--- config.mk ---
export PLATFORM = sky130hd
export DESIGN_NAME = exec_backend
export DESIGN_NICKNAME = d
export VERILOG_FILES = /design/src/logic/backend_pkg.sv /design/src/logic/op_if.sv /design/src/logic/issue_stage.sv /design/src/logic/hazard_unit.sv /design/src/logic/alu_stage.sv /design/src/logic/mul_stage.sv /design/src/logic/mem_stage.sv /design/src/logic/writeback_arbiter.sv /design/src/logic/exec_backend.sv
export VERILOG_INCLUDE_DIRS = /design/src /design/src/logic
export SDC_FILE = /design/constraint.sdc
export NUM_CORES = 1
export LEC_CHECK = 0
export BUFFER_PORTS_ARGS = -buffer_cell sky130_fd_sc_hd__buf_2
export CORE_MARGIN = 2
export CORE_UTILIZATION = 59
export DETAILED_ROUTE_END_ITERATION = 6
export MAX_ROUTING_LAYER = met4
export PLACE_DENSITY = 0.84
export SLEW_MARGIN = 25
export SYNTH_ARGS = -nofsm -noshare
export SYNTH_HDL_FRONTEND = slang
export SYNTH_SLANG_ARGS = --single-unit
--- constraint.sdc ---
create_clock -name clk_i -period 11.5 [get_ports clk_i]
set_clock_uncertainty 0.05 [all_clocks]
set_input_delay 1.725 -clock clk_i [delete_from_list [all_inputs] [get_ports clk_i]]
set_output_delay 1.725 -clock clk_i [all_outputs]
set_load 0.005 [all_outputs]
--- src/logic/backend_defs.svh ---
`ifndef BACKEND_DEFS_SVH
`define BACKEND_DEFS_SVH

// Data, operand and address width
`define DATA_W     16
`define NUM_REGS   8
`define REG_IDX_W  3
// Four multiplier bits per stage
`define MUL_STAGES 4

`endif

--- src/logic/backend_pkg.sv ---
`include "backend_defs.svh"

package backend_pkg;

  typedef enum logic [1:0] {
    OP_ADD  = 2'd0,
    OP_SUB  = 2'd1,
    OP_MUL  = 2'd2,
    OP_LOAD = 2'd3
  } opcode_e;

  typedef enum logic [1:0] {
    MEM_IDLE    = 2'd0,
    MEM_REQ     = 2'd1,
    MEM_RELEASE = 2'd2
  } mem_state_e;

  // Decode-side view used for hazard detection
  typedef struct packed {
    logic [`REG_IDX_W-1:0] rs1;
    logic [`REG_IDX_W-1:0] rs2;
    logic [`REG_IDX_W-1:0] rd;
    logic                  rs1_needed;
    logic                  rs2_needed;
    logic                  is_mul;
  } hazard_ctrl_t;

endpackage : backend_pkg

--- src/logic/op_if.sv ---
`timescale 1ns/100ps
`include "backend_defs.svh"

interface op_if import backend_pkg::*; ();

  logic                  valid;
  opcode_e               op;
  logic [`REG_IDX_W-1:0] rd;
  logic [`DATA_W-1:0]    opa;
  logic [`DATA_W-1:0]    opb;
  // Running result that ends as the written value
  logic [`DATA_W-1:0]    acc;

  modport src (output valid, op, rd, opa, opb, acc);
  modport dst (input valid, op, rd, opa, opb, acc);

endinterface : op_if

--- src/logic/issue_stage.sv ---
`timescale 1ns/100ps
`include "backend_defs.svh"

module issue_stage import backend_pkg::*; (
  input  logic                  clk_i,
  input  logic                  rst_n_i,
  input  logic                  instr_valid_i,
  input  opcode_e               instr_op_i,
  input  logic [`REG_IDX_W-1:0] instr_rd_i,
  input  logic [`REG_IDX_W-1:0] instr_rs1_i,
  input  logic [`REG_IDX_W-1:0] instr_rs2_i,
  input  logic [`DATA_W-1:0]    instr_imm_i,
  output logic                  instr_ready_o,
  input  logic                  stall_decode_i,
  input  logic                  alu_bubble_i,
  input  logic                  ex_bubble_i,
  input  logic                  wr_en_i,
  input  logic [`REG_IDX_W-1:0] wr_rd_i,
  input  logic [`DATA_W-1:0]    wr_data_i,
  output hazard_ctrl_t          hazard_o,
  op_if.src                     alu_out,
  op_if.src                     mul_out
);

  logic                  dec_valid_q;
  opcode_e               dec_op_q;
  logic [`REG_IDX_W-1:0] dec_rd_q;
  logic [`REG_IDX_W-1:0] dec_rs1_q;
  logic [`REG_IDX_W-1:0] dec_rs2_q;
  logic [`DATA_W-1:0]    dec_imm_q;
  logic [`DATA_W-1:0]    regs_q [`NUM_REGS];
  logic [`DATA_W-1:0]    rs1_val;
  logic [`DATA_W-1:0]    rs2_val;
  logic                  is_mul;

  // Empty or leaving this cycle
  assign instr_ready_o = !dec_valid_q || !stall_decode_i;

  always_ff @(posedge clk_i or negedge rst_n_i) begin
    if (!rst_n_i) begin
      dec_valid_q <= 1'b0;
    end else if (instr_ready_o) begin
      dec_valid_q <= instr_valid_i;
    end
  end

  always_ff @(posedge clk_i) begin
    if (instr_valid_i && instr_ready_o) begin
      dec_op_q  <= instr_op_i;
      dec_rd_q  <= instr_rd_i;
      dec_rs1_q <= instr_rs1_i;
      dec_rs2_q <= instr_rs2_i;
      dec_imm_q <= instr_imm_i;
    end
  end

  always_ff @(posedge clk_i or negedge rst_n_i) begin
    if (!rst_n_i) begin
      for (int i = 0; i < `NUM_REGS; i++) begin
        regs_q[i] <= '0;
      end
    end else if (wr_en_i && wr_rd_i != '0) begin
      regs_q[wr_rd_i] <= wr_data_i;
    end
  end

  // Same-cycle write is visible to the read
  assign rs1_val = (dec_rs1_q == '0) ? '0 :
                   (wr_en_i && wr_rd_i == dec_rs1_q) ? wr_data_i : regs_q[dec_rs1_q];
  assign rs2_val = (dec_rs2_q == '0) ? '0 :
                   (wr_en_i && wr_rd_i == dec_rs2_q) ? wr_data_i : regs_q[dec_rs2_q];

  assign is_mul = (dec_op_q == OP_MUL);

  assign alu_out.valid = dec_valid_q && !is_mul && !alu_bubble_i;
  assign alu_out.op    = dec_op_q;
  assign alu_out.rd    = dec_rd_q;
  assign alu_out.opa   = rs1_val;
  assign alu_out.opb   = (dec_op_q == OP_LOAD) ? dec_imm_q : rs2_val;
  assign alu_out.acc   = '0;

  assign mul_out.valid = dec_valid_q && is_mul && !ex_bubble_i;
  assign mul_out.op    = dec_op_q;
  assign mul_out.rd    = dec_rd_q;
  assign mul_out.opa   = rs1_val;
  assign mul_out.opb   = rs2_val;
  assign mul_out.acc   = '0;

  assign hazard_o.rs1        = dec_rs1_q;
  assign hazard_o.rs2        = dec_rs2_q;
  assign hazard_o.rd         = dec_rd_q;
  // Every opcode reads rs1
  assign hazard_o.rs1_needed = dec_valid_q;
  // LOAD takes imm in place of rs2
  assign hazard_o.rs2_needed = (dec_op_q != OP_LOAD);
  assign hazard_o.is_mul     = is_mul;

endmodule : issue_stage

--- src/logic/hazard_unit.sv ---
`timescale 1ns/100ps
`include "backend_defs.svh"

module hazard_unit import backend_pkg::*; (
  input  logic                                   dec_valid_i,
  input  hazard_ctrl_t                           hazard_i,
  input  logic                                   alu_valid_i,
  input  logic                                   alu_is_load_i,
  input  logic [`REG_IDX_W-1:0]                  alu_wr_reg_i,
  input  logic                                   mem_valid_i,
  input  logic                                   mem_busy_i,
  input  logic [`REG_IDX_W-1:0]                  mem_wr_reg_i,
  input  logic [`MUL_STAGES-1:0]                 mul_valid_i,
  input  logic [`MUL_STAGES-1:0][`REG_IDX_W-1:0] mul_wr_reg_i,
  input  logic                                   mul_allowed_wb_i,
  input  logic                                   alu_allowed_wb_i,
  output logic [`MUL_STAGES-1:0]                 stall_mul_o,
  output logic                                   stall_alu_o,
  output logic                                   stall_decode_o,
  output logic                                   alu_bubble_o,
  output logic                                   ex_bubble_o
);

  logic alu_hazard;
  logic mem_hazard;
  logic mul_hazard;
  logic ex_backpressure;
  logic alu_backpressure;

  // Needed sources and rd against one in-flight destination other than r0
  function automatic logic reg_conflict(input hazard_ctrl_t hz,
                                        input logic [`REG_IDX_W-1:0] idx);
    logic hit;
    hit = (hz.rs1_needed && hz.rs1 == idx) ||
          (hz.rs2_needed && hz.rs2 == idx) ||
          (hz.rd == idx);
    return hit && (idx != '0);
  endfunction

  // Ripples back through occupied stages only
  always_comb begin : mul_stall_chain
    logic stall_next;
    stall_next = !mul_allowed_wb_i;
    for (int i = `MUL_STAGES-1; i >= 0; i--) begin
      stall_next     = stall_next && mul_valid_i[i];
      stall_mul_o[i] = stall_next;
    end
  end

  // LOAD waits on the memory stage, other ops on the write port
  assign stall_alu_o = alu_valid_i && (alu_is_load_i ? mem_busy_i : !alu_allowed_wb_i);

  always_comb begin : mul_raw_waw
    mul_hazard = 1'b0;
    for (int i = 0; i < `MUL_STAGES; i++) begin
      if (mul_valid_i[i] && reg_conflict(hazard_i, mul_wr_reg_i[i])) begin
        mul_hazard = 1'b1;
      end
    end
  end

  assign alu_hazard = alu_valid_i && reg_conflict(hazard_i, alu_wr_reg_i);
  assign mem_hazard = (mem_valid_i || mem_busy_i) && reg_conflict(hazard_i, mem_wr_reg_i);

  assign ex_backpressure  = hazard_i.is_mul && stall_mul_o[0];
  assign alu_backpressure = !hazard_i.is_mul && stall_alu_o;

  assign stall_decode_o = dec_valid_i && (ex_backpressure || alu_backpressure ||
                                          alu_hazard || mem_hazard || mul_hazard);

  assign ex_bubble_o  = stall_decode_o && !ex_backpressure;
  assign alu_bubble_o = stall_decode_o && !stall_alu_o;

endmodule : hazard_unit

--- src/logic/alu_stage.sv ---
`timescale 1ns/100ps
`include "backend_defs.svh"

module alu_stage import backend_pkg::*; (
  input  logic clk_i,
  input  logic rst_n_i,
  input  logic stall_i,
  op_if.dst    op_in,
  op_if.src    mem_out,
  op_if.src    wb_out
);

  logic                  valid_q;
  opcode_e               op_q;
  logic [`REG_IDX_W-1:0] rd_q;
  logic [`DATA_W-1:0]    opa_q;
  logic [`DATA_W-1:0]    opb_q;
  logic [`DATA_W-1:0]    result;

  always_ff @(posedge clk_i or negedge rst_n_i) begin
    if (!rst_n_i) begin
      valid_q <= 1'b0;
    end else if (!stall_i) begin
      valid_q <= op_in.valid;
    end
  end

  always_ff @(posedge clk_i) begin
    if (!stall_i) begin
      op_q  <= op_in.op;
      rd_q  <= op_in.rd;
      opa_q <= op_in.opa;
      opb_q <= op_in.opb;
    end
  end

  // LOAD address is rs1 + imm
  assign result = (op_q == OP_SUB) ? (opa_q - opb_q) : (opa_q + opb_q);

  assign mem_out.valid = valid_q && (op_q == OP_LOAD);
  assign mem_out.op    = op_q;
  assign mem_out.rd    = rd_q;
  assign mem_out.opa   = result;
  assign mem_out.opb   = '0;
  assign mem_out.acc   = '0;

  assign wb_out.valid = valid_q && (op_q != OP_LOAD);
  assign wb_out.op    = op_q;
  assign wb_out.rd    = rd_q;
  assign wb_out.opa   = opa_q;
  assign wb_out.opb   = opb_q;
  assign wb_out.acc   = result;

endmodule : alu_stage

--- src/logic/mul_stage.sv ---
`timescale 1ns/100ps
`include "backend_defs.svh"

module mul_stage import backend_pkg::*; #(
  parameter int STAGE_IDX = 0
) (
  input  logic clk_i,
  input  logic rst_n_i,
  input  logic stall_i,
  op_if.dst    up,
  op_if.src    down
);

  localparam int BITS = `DATA_W / `MUL_STAGES;
  localparam int BASE = BITS * STAGE_IDX;

  logic                  valid_q;
  opcode_e               op_q;
  logic [`REG_IDX_W-1:0] rd_q;
  logic [`DATA_W-1:0]    opa_q;
  logic [`DATA_W-1:0]    opb_q;
  logic [`DATA_W-1:0]    acc_q;
  logic [`DATA_W-1:0]    partial;

  // Shifted multiplicand for each set multiplier bit of this slice
  always_comb begin : partial_sum
    partial = up.acc;
    for (int k = 0; k < BITS; k++) begin
      if (up.opb[BASE+k]) begin
        partial = partial + (up.opa << (BASE + k));
      end
    end
  end

  always_ff @(posedge clk_i or negedge rst_n_i) begin
    if (!rst_n_i) begin
      valid_q <= 1'b0;
    end else if (!stall_i) begin
      valid_q <= up.valid;
    end
  end

  always_ff @(posedge clk_i) begin
    if (!stall_i) begin
      op_q  <= up.op;
      rd_q  <= up.rd;
      opa_q <= up.opa;
      opb_q <= up.opb;
      acc_q <= partial;
    end
  end

  assign down.valid = valid_q;
  assign down.op    = op_q;
  assign down.rd    = rd_q;
  assign down.opa   = opa_q;
  assign down.opb   = opb_q;
  assign down.acc   = acc_q;

endmodule : mul_stage

--- src/logic/mem_stage.sv ---
`timescale 1ns/100ps
`include "backend_defs.svh"

module mem_stage import backend_pkg::*; (
  input  logic               clk_i,
  input  logic               rst_n_i,
  op_if.dst                  op_in,
  op_if.src                  wb_out,
  output logic               busy_o,
  output logic               mem_req_o,
  output logic [`DATA_W-1:0] mem_addr_o,
  input  logic               mem_ack_i,
  input  logic [`DATA_W-1:0] mem_rdata_i
);

  mem_state_e            state_q;
  logic                  res_valid_q;
  logic                  start;
  logic [`REG_IDX_W-1:0] rd_q;
  logic [`DATA_W-1:0]    addr_q;
  logic [`DATA_W-1:0]    data_q;

  // Busy until the result cycle has passed
  assign busy_o = (state_q != MEM_IDLE) || res_valid_q;
  assign start  = op_in.valid && !busy_o;

  always_ff @(posedge clk_i or negedge rst_n_i) begin
    if (!rst_n_i) begin
      state_q     <= MEM_IDLE;
      res_valid_q <= 1'b0;
    end else begin
      res_valid_q <= 1'b0;
      case (state_q)
        MEM_IDLE: begin
          if (start) begin
            state_q <= MEM_REQ;
          end
        end
        MEM_REQ: begin
          if (mem_ack_i) begin
            state_q <= MEM_RELEASE;
          end
        end
        MEM_RELEASE: begin
          // Result shows in the cycle after ack goes low
          if (!mem_ack_i) begin
            state_q     <= MEM_IDLE;
            res_valid_q <= 1'b1;
          end
        end
        default: state_q <= MEM_IDLE;
      endcase
    end
  end

  always_ff @(posedge clk_i) begin
    if (start) begin
      addr_q <= op_in.opa;
      rd_q   <= op_in.rd;
    end
    if (state_q == MEM_REQ && mem_ack_i) begin
      data_q <= mem_rdata_i;
    end
  end

  assign mem_req_o  = (state_q == MEM_REQ);
  assign mem_addr_o = addr_q;

  assign wb_out.valid = res_valid_q;
  assign wb_out.op    = OP_LOAD;
  assign wb_out.rd    = rd_q;
  assign wb_out.opa   = addr_q;
  assign wb_out.opb   = '0;
  assign wb_out.acc   = data_q;

endmodule : mem_stage

--- src/logic/writeback_arbiter.sv ---
`timescale 1ns/100ps
`include "backend_defs.svh"

module writeback_arbiter import backend_pkg::*; (
  op_if.dst                     mem_in,
  op_if.dst                     mul_in,
  op_if.dst                     alu_in,
  output logic                  mul_allowed_wb_o,
  output logic                  alu_allowed_wb_o,
  output logic                  wr_en_o,
  output logic [`REG_IDX_W-1:0] wr_rd_o,
  output logic [`DATA_W-1:0]    wr_data_o
);

  logic sel_valid;

  // Memory first, then last multiplier stage, then ALU
  always_comb begin : select
    sel_valid = alu_in.valid;
    wr_rd_o   = alu_in.rd;
    wr_data_o = alu_in.acc;
    if (mem_in.valid) begin
      sel_valid = 1'b1;
      wr_rd_o   = mem_in.rd;
      wr_data_o = mem_in.acc;
    end else if (mul_in.valid) begin
      sel_valid = 1'b1;
      wr_rd_o   = mul_in.rd;
      wr_data_o = mul_in.acc;
    end
  end

  assign wr_en_o          = sel_valid && (wr_rd_o != '0);
  assign mul_allowed_wb_o = !mem_in.valid;
  assign alu_allowed_wb_o = !mem_in.valid && !mul_in.valid;

endmodule : writeback_arbiter

--- src/logic/exec_backend.sv ---
`timescale 1ns/100ps
`include "backend_defs.svh"

module exec_backend import backend_pkg::*; (
  input  logic                  clk_i,
  input  logic                  rst_n_i,
  input  logic                  instr_valid_i,
  input  opcode_e               instr_op_i,
  input  logic [`REG_IDX_W-1:0] instr_rd_i,
  input  logic [`REG_IDX_W-1:0] instr_rs1_i,
  input  logic [`REG_IDX_W-1:0] instr_rs2_i,
  input  logic [`DATA_W-1:0]    instr_imm_i,
  output logic                  instr_ready_o,
  output logic                  wb_valid_o,
  output logic [`REG_IDX_W-1:0] wb_rd_o,
  output logic [`DATA_W-1:0]    wb_data_o,
  output logic                  mem_req_o,
  output logic [`DATA_W-1:0]    mem_addr_o,
  input  logic                  mem_ack_i,
  input  logic [`DATA_W-1:0]    mem_rdata_i
);

  op_if alu_in ();
  op_if mem_in ();
  op_if alu_out ();
  op_if mem_out ();
  op_if mul_chain [`MUL_STAGES+1] ();

  hazard_ctrl_t                           hazard;
  logic                                   stall_decode;
  logic                                   alu_bubble;
  logic                                   ex_bubble;
  logic                                   stall_alu;
  logic [`MUL_STAGES-1:0]                 stall_mul;
  logic [`MUL_STAGES-1:0]                 mul_valid;
  logic [`MUL_STAGES-1:0][`REG_IDX_W-1:0] mul_wr_reg;
  logic                                   mul_allowed_wb;
  logic                                   alu_allowed_wb;
  logic                                   mem_busy;
  logic                                   alu_valid;
  logic                                   alu_is_load;

  // ALU holds an op if either of its outputs is valid
  assign alu_valid   = alu_out.valid || mem_in.valid;
  assign alu_is_load = mem_in.valid;

  issue_stage u_issue (
    .clk_i, .rst_n_i,
    .instr_valid_i, .instr_op_i, .instr_rd_i, .instr_rs1_i, .instr_rs2_i, .instr_imm_i,
    .instr_ready_o,
    .stall_decode_i (stall_decode),
    .alu_bubble_i   (alu_bubble),
    .ex_bubble_i    (ex_bubble),
    .wr_en_i        (wb_valid_o),
    .wr_rd_i        (wb_rd_o),
    .wr_data_i      (wb_data_o),
    .hazard_o       (hazard),
    .alu_out        (alu_in),
    .mul_out        (mul_chain[0])
  );

  // rs1_needed marks a valid decode entry
  hazard_unit u_hazard (
    .dec_valid_i      (hazard.rs1_needed),
    .hazard_i         (hazard),
    .alu_valid_i      (alu_valid),
    .alu_is_load_i    (alu_is_load),
    .alu_wr_reg_i     (alu_out.rd),
    .mem_valid_i      (mem_out.valid),
    .mem_busy_i       (mem_busy),
    .mem_wr_reg_i     (mem_out.rd),
    .mul_valid_i      (mul_valid),
    .mul_wr_reg_i     (mul_wr_reg),
    .mul_allowed_wb_i (mul_allowed_wb),
    .alu_allowed_wb_i (alu_allowed_wb),
    .stall_mul_o      (stall_mul),
    .stall_alu_o      (stall_alu),
    .stall_decode_o   (stall_decode),
    .alu_bubble_o     (alu_bubble),
    .ex_bubble_o      (ex_bubble)
  );

  alu_stage u_alu (
    .clk_i, .rst_n_i,
    .stall_i (stall_alu),
    .op_in   (alu_in),
    .mem_out (mem_in),
    .wb_out  (alu_out)
  );

  for (genvar i = 0; i < `MUL_STAGES; i++) begin : g_mul
    mul_stage #(.STAGE_IDX(i)) u_mul (
      .clk_i, .rst_n_i,
      .stall_i (stall_mul[i]),
      .up      (mul_chain[i]),
      .down    (mul_chain[i+1])
    );
    assign mul_valid[i]  = mul_chain[i+1].valid;
    assign mul_wr_reg[i] = mul_chain[i+1].rd;
  end

  mem_stage u_mem (
    .clk_i, .rst_n_i,
    .op_in  (mem_in),
    .wb_out (mem_out),
    .busy_o (mem_busy),
    .mem_req_o, .mem_addr_o, .mem_ack_i, .mem_rdata_i
  );

  writeback_arbiter u_wb_arb (
    .mem_in           (mem_out),
    .mul_in           (mul_chain[`MUL_STAGES]),
    .alu_in           (alu_out),
    .mul_allowed_wb_o (mul_allowed_wb),
    .alu_allowed_wb_o (alu_allowed_wb),
    .wr_en_o          (wb_valid_o),
    .wr_rd_o          (wb_rd_o),
    .wr_data_o        (wb_data_o)
  );

endmodule : exec_backend

Word-level counts from Yosys, hierarchy flattened --
Cells that the tools add are included.
Operators by class: eq/ne operators 31, multiplexer cells 48, bitwise gates (word level) 3, add/sub/neg operators 17, reduce and logical (&&, ||, !) cells 92, $lt $le $gt $ge 4
Operators by type and width (count):
- two-way mux 16 bit | 29
- adder 16 bit | 16
- bitwise mux 128 bit | 1
- binary-select mux 16 bit (select 3 bit) | 2
- equality test 3 bit | 20
- logical AND 1 bit | 49
- demux 16 bit (select 3 bit) | 1
- nonzero test 3 bit | 7
- logical OR 1 bit | 20
- subtractor 16 bit | 1
- greater-or-equal comparator 4 bit, second input constant | 3
- NOT 3 -> 4 bit | 3
- logical NOT 1 bit | 11
- two-way mux 1 bit | 9
- equality test 2 bit, second input constant | 4
- logical NOT 3 bit | 2
- two-way mux 2 bit | 3
- two-way mux 3 bit | 2
- != test 2 bit, second input constant | 3
- one-hot mux 2 bit (3 select lines) | 1
- equality test 2 x 1 -> 1 bit, second input constant | 2
- less-than comparator 4 x 1 -> 1 bit, second input constant | 1
- != test 2 x 1 -> 1 bit, second input constant | 2
- AND reduction 3 bit | 1
- 2 further kinds | 2
Word-level totals: bits of input ports 47, register bits 384, output and inout bits 38

Logic depth before layout (Yosys ltp) --
Gate-level depths: netlist (run 1).
word-level depth 15, gate-level depth with buffers 42, depth with buffers taken out 42

Modules after synthesis --
Synthesis (run 1) repeated with hierarchy kept, for this count alone.
Unflattened totals: cells, all modules 2237, area total of the unflattened synthesis 27584.0 µm²
Modules (own cells, without submodules):
- issue_stage | area each 8877.3 µm², cells an instance 647, times used 1
- mul_stage (g_mul[0].u_mul) | area each 4743.3 µm², cells an instance 459, times used 1
- mul_stage (g_mul[1].u_mul) | area each 3744.8 µm², cells an instance 323, times used 1
- mul_stage (g_mul[2].u_mul) | area each 2942.8 µm², cells an instance 224, times used 1
- alu_stage | area each 2658.8 µm², cells an instance 238, times used 1
- mul_stage (g_mul[3].u_mul) | area each 1896.8 µm², cells an instance 84, times used 1
- mem_stage | area each 1451.4 µm², cells an instance 83, times used 1
- hazard_unit | area each 837.1 µm², cells an instance 111, times used 1
- writeback_arbiter | area each 425.4 µm², cells an instance 67, times used 1
- exec_backend | area each 6.3 µm², cells an instance 1, times used 1

Worst setup path before layout (run 1) --
OpenSTA, ideal clock, no wires.
kind register to register, start point register u_issue.dec_rs1_q[0], end point register g_mul[0].u_mul.acc_q[15] (data pin), arrival 7.730 ns, stages on the path, launching flop included 35, setup time 0.258 ns, slack 3.462 ns, buffers on the path 4, cells stage by stage edfxtp_1 > clkbuf_1 > buf_2 > clkbuf_1 > buf_1 > mux4_2 > mux2i_1 > nand2_1 > o211ai_1 > inv_1 > fa_1 > a21o_1 > a21oi_1 > o21ai_0 > a211oi_1 > a21oi_1 > mux2_2 > ha_1 > o21ai_0 > a21boi_0 > o21ai_0 > o2bb2ai_1 > a311oi_2 > nor2_1 > xnor2_1 > o21a_1 > ha_1 > o21a_1 > o31a_1 > or4_1 > and3_1 > nor3_1 > xor2_1 > xnor2_1 > xnor2_1
On the way: longest elaborated chain between the ends 13, elaborated cells on any way between the ends 16, those cells by class add/sub (3); eq/ne (1); mux (9); bitwise (1); reduce/logical (2)
Ends and longest elaborated chain:
- from (decl) | line issue_stage.sv:28 | logic [`REG_IDX_W-1:0] dec_rs1_q;
- from (signal assigned) | line issue_stage.sv:51 | dec_rs1_q <= instr_rs1_i;
- NOT 3 -> 4 bit (not written as such) | line issue_stage.sv:69 | (wr_en_i && wr_rd_i == dec_rs1_q) ? wr_data_i : regs_q[dec_rs1_q];
- binary-select mux 16 bit (select 3 bit) | line issue_stage.sv:69
- two-way mux 16 bit (not written as such) (2 in series) | line issue_stage.sv:69
- two-way mux 16 bit | line issue_stage.sv:69
- two-way mux 16 bit (*) | line issue_stage.sv:68 | assign rs1_val = (dec_rs1_q == '0) ? '0 :
- named net alu_in.opa[1] | line op_if.sv:9 | logic [`DATA_W-1:0] opa;
- two-way mux 16 bit | line mul_stage.sv:29 | if (up.opb[BASE+k]) begin
- adder 16 bit | line mul_stage.sv:30 | partial = partial + (up.opa << (BASE + k));
- two-way mux 16 bit | line mul_stage.sv:29
- adder 16 bit | line mul_stage.sv:30
- two-way mux 16 bit | line mul_stage.sv:29
- adder 16 bit | line mul_stage.sv:30
- two-way mux 16 bit (*) | line mul_stage.sv:29
- named net g_mul[0].u_mul.partial[15] | line mul_stage.sv:23 | logic [`DATA_W-1:0] partial;
- to (signal assigned) | line mul_stage.sv:49 | acc_q <= partial;
- to (decl) | line mul_stage.sv:22 | logic [`DATA_W-1:0] acc_q;
The timed path passes the listed nets; every way through them passes the cells marked *. The select of a mux whose other input is x is not followed. A chain may end at the register's enable or synchronous reset.

Worst setup path in the final report (run 1) --
start point register u_alu.op_q[1] (netlist: u_alu.mem_out.op[1]), end point register g_mul[0].u_mul.acc_q[15] (data pin)
On the way: elaborated cells on any way between the ends 22, those cells by class add/sub (3); eq/ne (2); mux (13); reduce/logical (4)
RTL lines:
- from (decl) | line alu_stage.sv:14 | opcode_e op_q;
- from (signal assigned) | line alu_stage.sv:30 | op_q <= op_in.op;
- equality test 2 x 1 -> 1 bit (*) | line alu_stage.sv:38 | assign result = (op_q == OP_SUB) ? (opa_q - opb_q) : (opa_q + opb_q);
- two-way mux 16 bit (*) | line alu_stage.sv:38
- named net alu_out.acc[3] | line op_if.sv:12 | logic [`DATA_W-1:0] acc;
- two-way mux 16 bit (*) | line writeback_arbiter.sv:26 | end else if (mul_in.valid) begin
- two-way mux 16 bit (*) | line writeback_arbiter.sv:22 | if (mem_in.valid) begin
- two-way mux 16 bit (*) | line issue_stage.sv:69
- two-way mux 16 bit (*) | line issue_stage.sv:68
- named net alu_in.opa[3] | line op_if.sv:9
- two-way mux 16 bit | line mul_stage.sv:29
- adder 16 bit | line mul_stage.sv:30
- two-way mux 16 bit | line mul_stage.sv:29
- adder 16 bit | line mul_stage.sv:30
- two-way mux 16 bit | line mul_stage.sv:29
- adder 16 bit | line mul_stage.sv:30
- two-way mux 16 bit (*) | line mul_stage.sv:29
- named net g_mul[0].u_mul.partial[15] | line mul_stage.sv:23
The timed path passes the listed nets; every way through them passes the cells marked *.

==> summary.md, run 1 <==
| Metric | Value |
|---|---|
| Final instance area | `around 0.024 mm²` |
| First DRT Iteration DRCs | `1,746` |
| Postcts setup bufs | `0` |
| Die Wd | `197.4 µm` |
| Total Routing Usage GR | `0.3071` |
| Worst reg2reg startpoint | `u_alu.mem_out.op[1]$_DFFE_PN_` |
| Non-Filler Instances | `approximately 2,400` |
| Number of global-route vias before repair | `around 16,000` |
| PortBufs | `84` |
| Worst Hold End | `u_issue.regs_q[122]$_DFFE_PN0P_` |
| CTS resizes | `0` |
| Routed wire length | `around 57,000 µm` |
| Slowest stage cell, crit path | `o21ai_1` |
| Final Max Slew Viols | `0` |
| DP Cell Count | `around 2,400` |
| Worst path arrival time | `just under 10 ns` |
| CTS Sinks | `360` |
| Number of flops mapped to enable cells by yosys | `around 220` |
| Share of layout cells above drive strength 1 | `0.2253` |
| H-Tree Depth | `2` |
| Top area cells in the synthesized netlist | `edfxtp_1, dfrtp_1, mux2_2` |
| Synth Register Bits | `between 300 and 400` |
| Top sig layer | `met4` |
| Cells after synthesis | `1,877` |
| Total gr overflow | `0` |
| Worst min-delay path startpoint | `u_issue.regs_q[122]$_DFFE_PN0P_` |
| Asr flop ratio synth | `0.3806` |
| Deepest clock path buffer count | `3` |
| Final Hold Vio Count | `0` |
| NumNets Final | `2,114` |
| Routability congestion estimate | `0.9599` |
| Initial core utilization | `0.6016` |
| R2R depth | `39` |
| CTS buffer count | `39` |
| Vias | `between 15,000 and 20,000` |
| Hold Crit Depth | `0` |
| Cell Area, Synth | `0.02208 mm²` |
| TritonRoute pass-1 iters | `5` |
| Setup Total Neg Slack | `0 ns` |
| CP required | `between 10 and 15 ns` |
| Tmin final | `around 9.6 ns` |
| Initial antenna violation count | `3` |
| Worst R2R End | `g_mul[0].u_mul.down.acc[15]$_DFFE_PN_` |
| First-pass GRT wire length | `between 80,000 and 90,000 µm` |
| Seq/Total Area, Yosys | `0.4586` |
| Post-synth cell types | `75` |
| Synth warn | `0` |
| DR WL met2 | `26,970 µm` |
| RSZ-0062 raised after global routing | `false` |
| Yosys top cell by area | `edfxtp_1` |
| Vias/cell | `6.495` |
| Main synth FF type | `edfxtp_1` |
| Root buf cell | `clkbuf_16` |
| Outcome | `finished clean` |
| Met1 WL | `about 22,000 µm` |
| Max Cap Viol | `0` |
| Worst setup SP type | `register` |
| Core Area | `0.03670 mm²` |
| DR WL met3 | `5796 µm` |
| Syn nets | `approximately 2,000` |
| CTS Hold Bufs | `0` |
| Slew @ Worst Pin | `1.106 ns` |
| Worst setup EP type | `register` |
| Worst relative slew slack | `0.2413` |
| DRC | `0` |
| # rows | `70` |
| HPWL after DPL | `roughly 40,000 µm` |
| Die ar. | `0.03898 mm²` |
| Worst path max stage delay | `~0.83 ns` |
| Crit Path Max Fanout | `10` |
| WL per Instance | `23.30 µm` |
| Max Fclk | `104.4 MHz` |
| Synth top area share | `0.3033` |
| Largest net degree at the start of global routing | `84` |
| Crit Path Class | `register to register` |
| Cell Area, Placed | `around 0.023 mm²` |
| Reg2reg setup slack | `1.92 ns` |
| CTS tree | `done` |
| Layout area overhead | `10.16%` |
| Clk_lat worst skew | `around 0.55 ns` |
| CP most frequent cell | `xnor2_1` |
| Hold slack | `~0.35 ns` |
| ANT nets after route | `0` |
| Hold Crit Class | `register to register` |
| Die Y | `between 150 and 200 µm` |
| Ports | `85` |
| Avg Cell Area, Syn | `around 12 µm²` |
| Worst-path clk slew | `roughly 0.06 ns` |
| Final Cycle Share | `0.8333` |
| Setup Viol. Count Final | `0` |
==> layout make-up <==
type | instances | area, µm²
timing repair buffer | 119 | 700.7
inverter | 85 | 319.1
clock inverter | 20 | 188.9
tap | 468 | 585.6
fill | 2586 | 12380
clock buffer | 52 | 1107
antenna | 2 | 5.005
sequential | 360 | 10120
multi-input combinational | 1330 | 11290
==> state kept, by name (all words and copies together), names as in the netlist <==
name,count
u_mem.wb_out.acc,16
u_issue.dec_valid_q,1
u_issue.dec_rs1_q,3
u_mem.wb_out.rd,3
u_mem.state_q,2
u_issue.dec_rs2_q,3
u_issue.regs_q,128
g_mul.u_mul.down.valid,4
g_mul.u_mul.down.opa,24
u_alu.mem_out.rd,3
u_mem.wb_out.valid,1
u_alu.wb_out.opa,16
u_mem.mem_addr_o,16
u_issue.alu_out.op,2
u_alu.mem_out.op,2
g_mul.u_mul.down.acc,64
u_issue.dec_imm_q,16
u_issue.alu_out.rd,3
g_mul.u_mul.down.rd,12
u_alu.wb_out.opb,16
g_mul.u_mul.down.opb,24
u_alu.valid_q,1
==> stage by stage <==
step	utilization	setup slack, ns
detailed placement	0.6271	2.115
finish	0.6627	1.917
global placement	0.6265	2.187
global route	0.6627	1.138
CTS	0.6624	2.067
floorplan	-	3.462
==> cell usage after synthesis, drive strengths merged, types with 30 or more instances <==
| library cell | count |
|---|---|
| edfxtp | 223 |
| mux2 | 169 |
| dfrtp | 137 |
| xnor2 | 132 |
| nor2 | 128 |
| a21oi | 119 |
| ha | 118 |
| nand2 | 107 |
| o21ai | 86 |
| inv | 85 |
| clkbuf | 76 |
| mux4 | 64 |
| mux2i | 54 |
| xor2 | 41 |
| a21o | 30 |
==> worst max-delay path by stage <==
stage,from,endpoint
6_report,u_alu.mem_out.op[1]$_DFFE_PN_,g_mul[0].u_mul.down.acc[15]$_DFFE_PN_
5_1_grt,u_alu.mem_out.op[1]$_DFFE_PN_,g_mul[0].u_mul.down.acc[15]$_DFFE_PN_
4_1_cts,u_alu.mem_out.op[1]$_DFFE_PN_,g_mul[0].u_mul.down.acc[15]$_DFFE_PN_
3_5_place_dp,u_alu.mem_out.op[1]$_DFFE_PN_,g_mul[0].u_mul.down.acc[15]$_DFFE_PN_
3_3_place_gp,u_alu.mem_out.op[1]$_DFFE_PN_,g_mul[0].u_mul.down.acc[15]$_DFFE_PN_
2_1_floorplan,u_issue.dec_rs1_q[0]$_DFFE_PP_,g_mul[0].u_mul.down.acc[15]$_DFFE_PN_
==> worst max-delay path: cells and delay by family (launching register included) <==
family | cells | cell delay (ns)
DFF | 1 | 0.42
adders and majority gates | 4 | 1.11
buffers and inverters | 2 | 0.17
xor gates and xnor gates | 6 | 0.99
AOI/OAI and AO/OA | 16 | 4.36
muxes | 2 | 0.49
and+or+nand+nor | 9 | 1.69
==> kinds of logic (layout without fill, tap and decap cells) <==
logic type,after synthesis,in the layout,share of synthesized area
compound gates,362,362,0.1045
xor+xnor,174,174,0.06965
fa+ha+maj,132,132,0.07957
buf+inv,187,276,0.03230
flops,360,360,0.4586
mux,287,287,0.1765
other cells,0,2,0
simple gates,375,375,0.07883
==> layout by cell type (no fill, tap or decap), types with 16 or more instances in the layout <==
cell type,n
nor3_1,21
mux2i_1,53
ha_1,118
o31ai_1,16
buf_2,83
nand2b_1,18
edfxtp_1,223
buf_4,33
nor2_1,128
xnor2_1,132
o21bai_1,23
inv_1,84
dfrtp_1,137
clkbuf_16,41
o21ai_0,71
mux2_2,169
a21oi_1,119
mux4_2,64
nand3_1,25
xor2_1,41
a21o_1,30
nand2_1,106
==> layer usage <==
metal	vias up	track usage
li1	7021	-
met1	7756	0.3946
met4	0	0.1089
met2	867	0.4911
met5	-	-
met3	178	0.05822
Power of run 1 is left out: the tool's default activity adds up to more than one toggle a clock period on the data nets, which glitch-free logic cannot reach.
==> run 2: changes to the inputs <==
- CORE_UTILIZATION: 59 -> 57
- clock period: 11.5 -> 8.4 ns (I/O delays scaled with it)
==> run 2 against run 1 <==
Compared with the run above:
- sequential share of layout area shrank 0.97 points
- highest routed layer unchanged
- global-route usage shrank 0.53 points
- largest cell class unchanged
- setup slack lost 1.4 ns
- routed wire length grew 2.4%
- cell area grew 2.4%
- critical path type unchanged
- first-iteration DRC count shrank 19%
- via count grew 0.16%
- critical endpoint unchanged
==> summary.md, run 2 (synthesis gave the netlist of run 1 again) <==
| Metric | Value |
|---|---|
| Routed wire length | `58,120 µm (was 56,760 µm)` |
| Worst setup EP type | `register (unchanged)` |
| Root buf cell | `clkbuf_16 (unchanged)` |
| # rows | `72 (was 70)` |
| Worst relative slew slack | `0.3081 (was 0.2413)` |
| PortBufs | `84 (unchanged)` |
| CTS Sinks | `360 (unchanged)` |
| CP required | `8.66 ns (was 11.73 ns)` |
| NumNets Final | `2,175 (was 2,114)` |
| Layout area overhead | `12.78% (was 10.16%)` |
| Routability congestion estimate | `0.9835 (was 0.9599)` |
| Vias | `15,850 (was 15,820)` |
| WL per Instance | `22.86 µm (was 23.30 µm)` |
| Die Y | `200.8 µm (was 197.4 µm)` |
| Final Hold Vio Count | `0 (unchanged)` |
| Tmin final | `7.923 ns (was 9.583 ns)` |
| Max Cap Viol | `0 (unchanged)` |
| Vias/cell | `6.234 (was 6.495)` |
| DRC | `0 (unchanged)` |
| Worst Hold End | `u_issue.regs_q[123]$_DFFE_PN0P_ (was u_issue.regs_q[122]$_DFFE_PN0P_)` |
| Worst path max stage delay | `0.65 ns (was 0.83 ns)` |
| Total gr overflow | `0 (unchanged)` |
| Outcome | `finished clean (unchanged)` |
| Hold Crit Depth | `0 (unchanged)` |
| Setup Total Neg Slack | `0 ns (unchanged)` |
| CTS buffer count | `39 (unchanged)` |
| Deepest clock path buffer count | `3 (unchanged)` |
| CTS tree | `done (unchanged)` |
| Gr busiest metal | `met2 (unchanged)` |
| Setup Viol. Count Final | `0 (unchanged)` |
| Largest Register | `u_issue.regs_q (unchanged)` |
| Crit Path Class | `register to register (unchanged)` |
| Diode count | `0 (was 2)` |
| Number of global-route vias before repair | `16,190 (was 16,440)` |
| Ports | `85 (unchanged)` |
| Worst path arrival time | `8.18 ns (was 9.81 ns)` |
| Largest net degree at the start of global routing | `97 (was 84)` |
| Most frequent cells in the layout | `edfxtp_1, mux2_2, dfrtp_1, xnor2_1, nor2_1 (unchanged)` |
| Total Routing Usage GR | `0.3018 (was 0.3071)` |
| Initial antenna violation count | `0 (was 3)` |
| Worst setup SP type | `register (unchanged)` |
| Slowest stage cell, crit path | `or4_1 (was o21ai_1)` |
| First DRT Iteration DRCs | `1,413 (was 1,746)` |
| Crit Path Max Fanout | `30 (was 10)` |
| Met1 Usage GRT | `0.3914 (was 0.3946)` |
| R2R depth | `33 (was 39)` |
| Final Cycle Share | `0.9433 (was 0.8333)` |
| Grt met2 use | `0.4830 (was 0.4911)` |
| First-pass GRT wire length | `91,070 µm (was 89,770 µm)` |
| Max Fclk | `126.2 MHz (was 104.4 MHz)` |
| Worst R2R End | `g_mul[0].u_mul.down.acc[15]$_DFFE_PN_ (unchanged)` |
| RSZ-0062 raised after global routing | `false (unchanged)` |
| Slew @ Worst Pin | `1.032 ns (was 1.106 ns)` |
| ANT nets after route | `0 (unchanged)` |
| Clk_lat worst skew | `0.57 ns (was 0.55 ns)` |
| H-Tree Depth | `2 (unchanged)` |
| Die ar. | `0.04032 mm² (was 0.03898 mm²)` |
| Hold Crit Class | `register to register (unchanged)` |
| Reg2reg setup slack | `0.48 ns (was 1.92 ns)` |
| Worst min-delay path startpoint | `u_issue.regs_q[123]$_DFFE_PN0P_ (was u_issue.regs_q[122]$_DFFE_PN0P_)` |
| Worst reg2reg startpoint | `g_mul[3].u_mul.down.valid$_DFFE_PN0N_ (was u_alu.mem_out.op[1]$_DFFE_PN_)` |
| Final Max Slew Viols | `0 (unchanged)` |
| CTS Hold Bufs | `0 (unchanged)` |
| Max FFs per register | `128 (unchanged)` |
| Initial core utilization | `0.5739 (was 0.6016)` |
| Die Wd | `200.8 µm (was 197.4 µm)` |
| HPWL after DPL | `42,410 µm (was 40,590 µm)` |
| Worst-path clk slew | `0.06 ns (about the same)` |
| TritonRoute pass-1 iters | `6 (was 5)` |
| Core Area | `0.03847 mm² (was 0.03670 mm²)` |
| Most common cell after layout, fill and taps aside | `edfxtp_1 (unchanged)` |
| Met3 Use GR | `0.05276 (was 0.05822)` |
| Share of layout cells above drive strength 1 | `0.2604 (was 0.2253)` |
| Hold slack | `0.3478 ns (was 0.3480 ns)` |
run 2: changes by cell type in the layout (fill, tap and decap cells not counted), moves of 3 or more:
cell / before / now
a21oi_1: 119 / 115
a21oi_2: 0 / 4
buf_4: 33 / 96
nor2_1: 128 / 125
nor2_2: 0 / 3
nor3_1: 21 / 18
nor3_2: 7 / 10
o21ai_0: 71 / 68
o21ai_2: 5 / 8
xnor2_1: 132 / 129
xnor2_2: 0 / 3
run 2: worst max path at each step:
stage | from | endpoint | slack [ns] | cells after the start
after floorplan | u_issue.dec_rs1_q[0]$_DFFE_PP_ | g_mul[0].u_mul.down.acc[15]$_DFFE_PN_ | 0.36 | 34
after global placement | u_alu.mem_out.op[1]$_DFFE_PN_ | g_mul[0].u_mul.down.acc[15]$_DFFE_PN_ | 0.09 | 35
after detailed placement | u_alu.mem_out.op[1]$_DFFE_PN_ | g_mul[0].u_mul.down.acc[15]$_DFFE_PN_ | 0.04 | 39
after CTS | u_alu.wb_out.opb[0]$_DFFE_PN_ | g_mul[0].u_mul.down.acc[15]$_DFFE_PN_ | 0.08 | 37
after global routing | g_mul[3].u_mul.down.valid$_DFFE_PN0N_ | g_mul[0].u_mul.down.acc[15]$_DFFE_PN_ | 0.01 | 36
final | g_mul[3].u_mul.down.valid$_DFFE_PN0N_ | g_mul[0].u_mul.down.acc[15]$_DFFE_PN_ | 0.48 | 33
run 2: per-layer routing:
metal | wire length (µm) | part of all wire
met1 | 23400 | 0.40
met2 | 27710 | 0.48
met3 | 4861 | 0.084
met4 | 2147 | 0.037
met5 | 0 | 0
run 2: what timing repair did:
item | 4_1_cts | 5_1_grt
hold endpoints to repair | 0 | 0
gates resized for setup | 1 | 35
pin swaps | 0 | 11
buffers inserted | 0 | 3
endpoints found under the setup margin | 1 | 3
run 2: worst max-delay path: cells and delay by family, from the launching register on:
| kind | cells | cell delay, ns |
|---|---|---|
| XOR/XNOR | 4 | 0.50 |
| multiplexers | 4 | 1.14 |
| adder cells (fa/ha/maj) | 3 | 0.97 |
| buffers and inverters | 3 | 0.48 |
| AO/OA/AOI/OAI | 9 | 1.88 |
| flip-flops | 1 | 0.55 |
| AND/OR/NAND/NOR | 10 | 2.08 |
run 2: cell type report:
cell class	instances	area [µm²]
tap	518	648.1
fill	2808	13570
clock inverter	18	172.7
inverter	85	319.1
sequential	360	10120
multi-input combinational	1330	11430
clock buffer	51	1061
timing repair buffer	180	1147
run 2: per-stage QoR:
| step | setup slack, ns | instance area [µm²] | cells | util |
|---|---|---|---|---|
| CTS | 0.08423 | 24740 | 2539 | 0.6432 |
| detailed placement | 0.03903 | 23500 | 2470 | 0.6110 |
| floorplan | 0.3623 | 22080 | 1877 | - |
| global placement | 0.09435 | 23500 | 2470 | 0.6110 |
| finish | 0.4765 | 24900 | 2542 | 0.6473 |
| global route | 0.01014 | 24900 | 2542 | 0.6473 |
Power of run 2 is left out for the same reason.
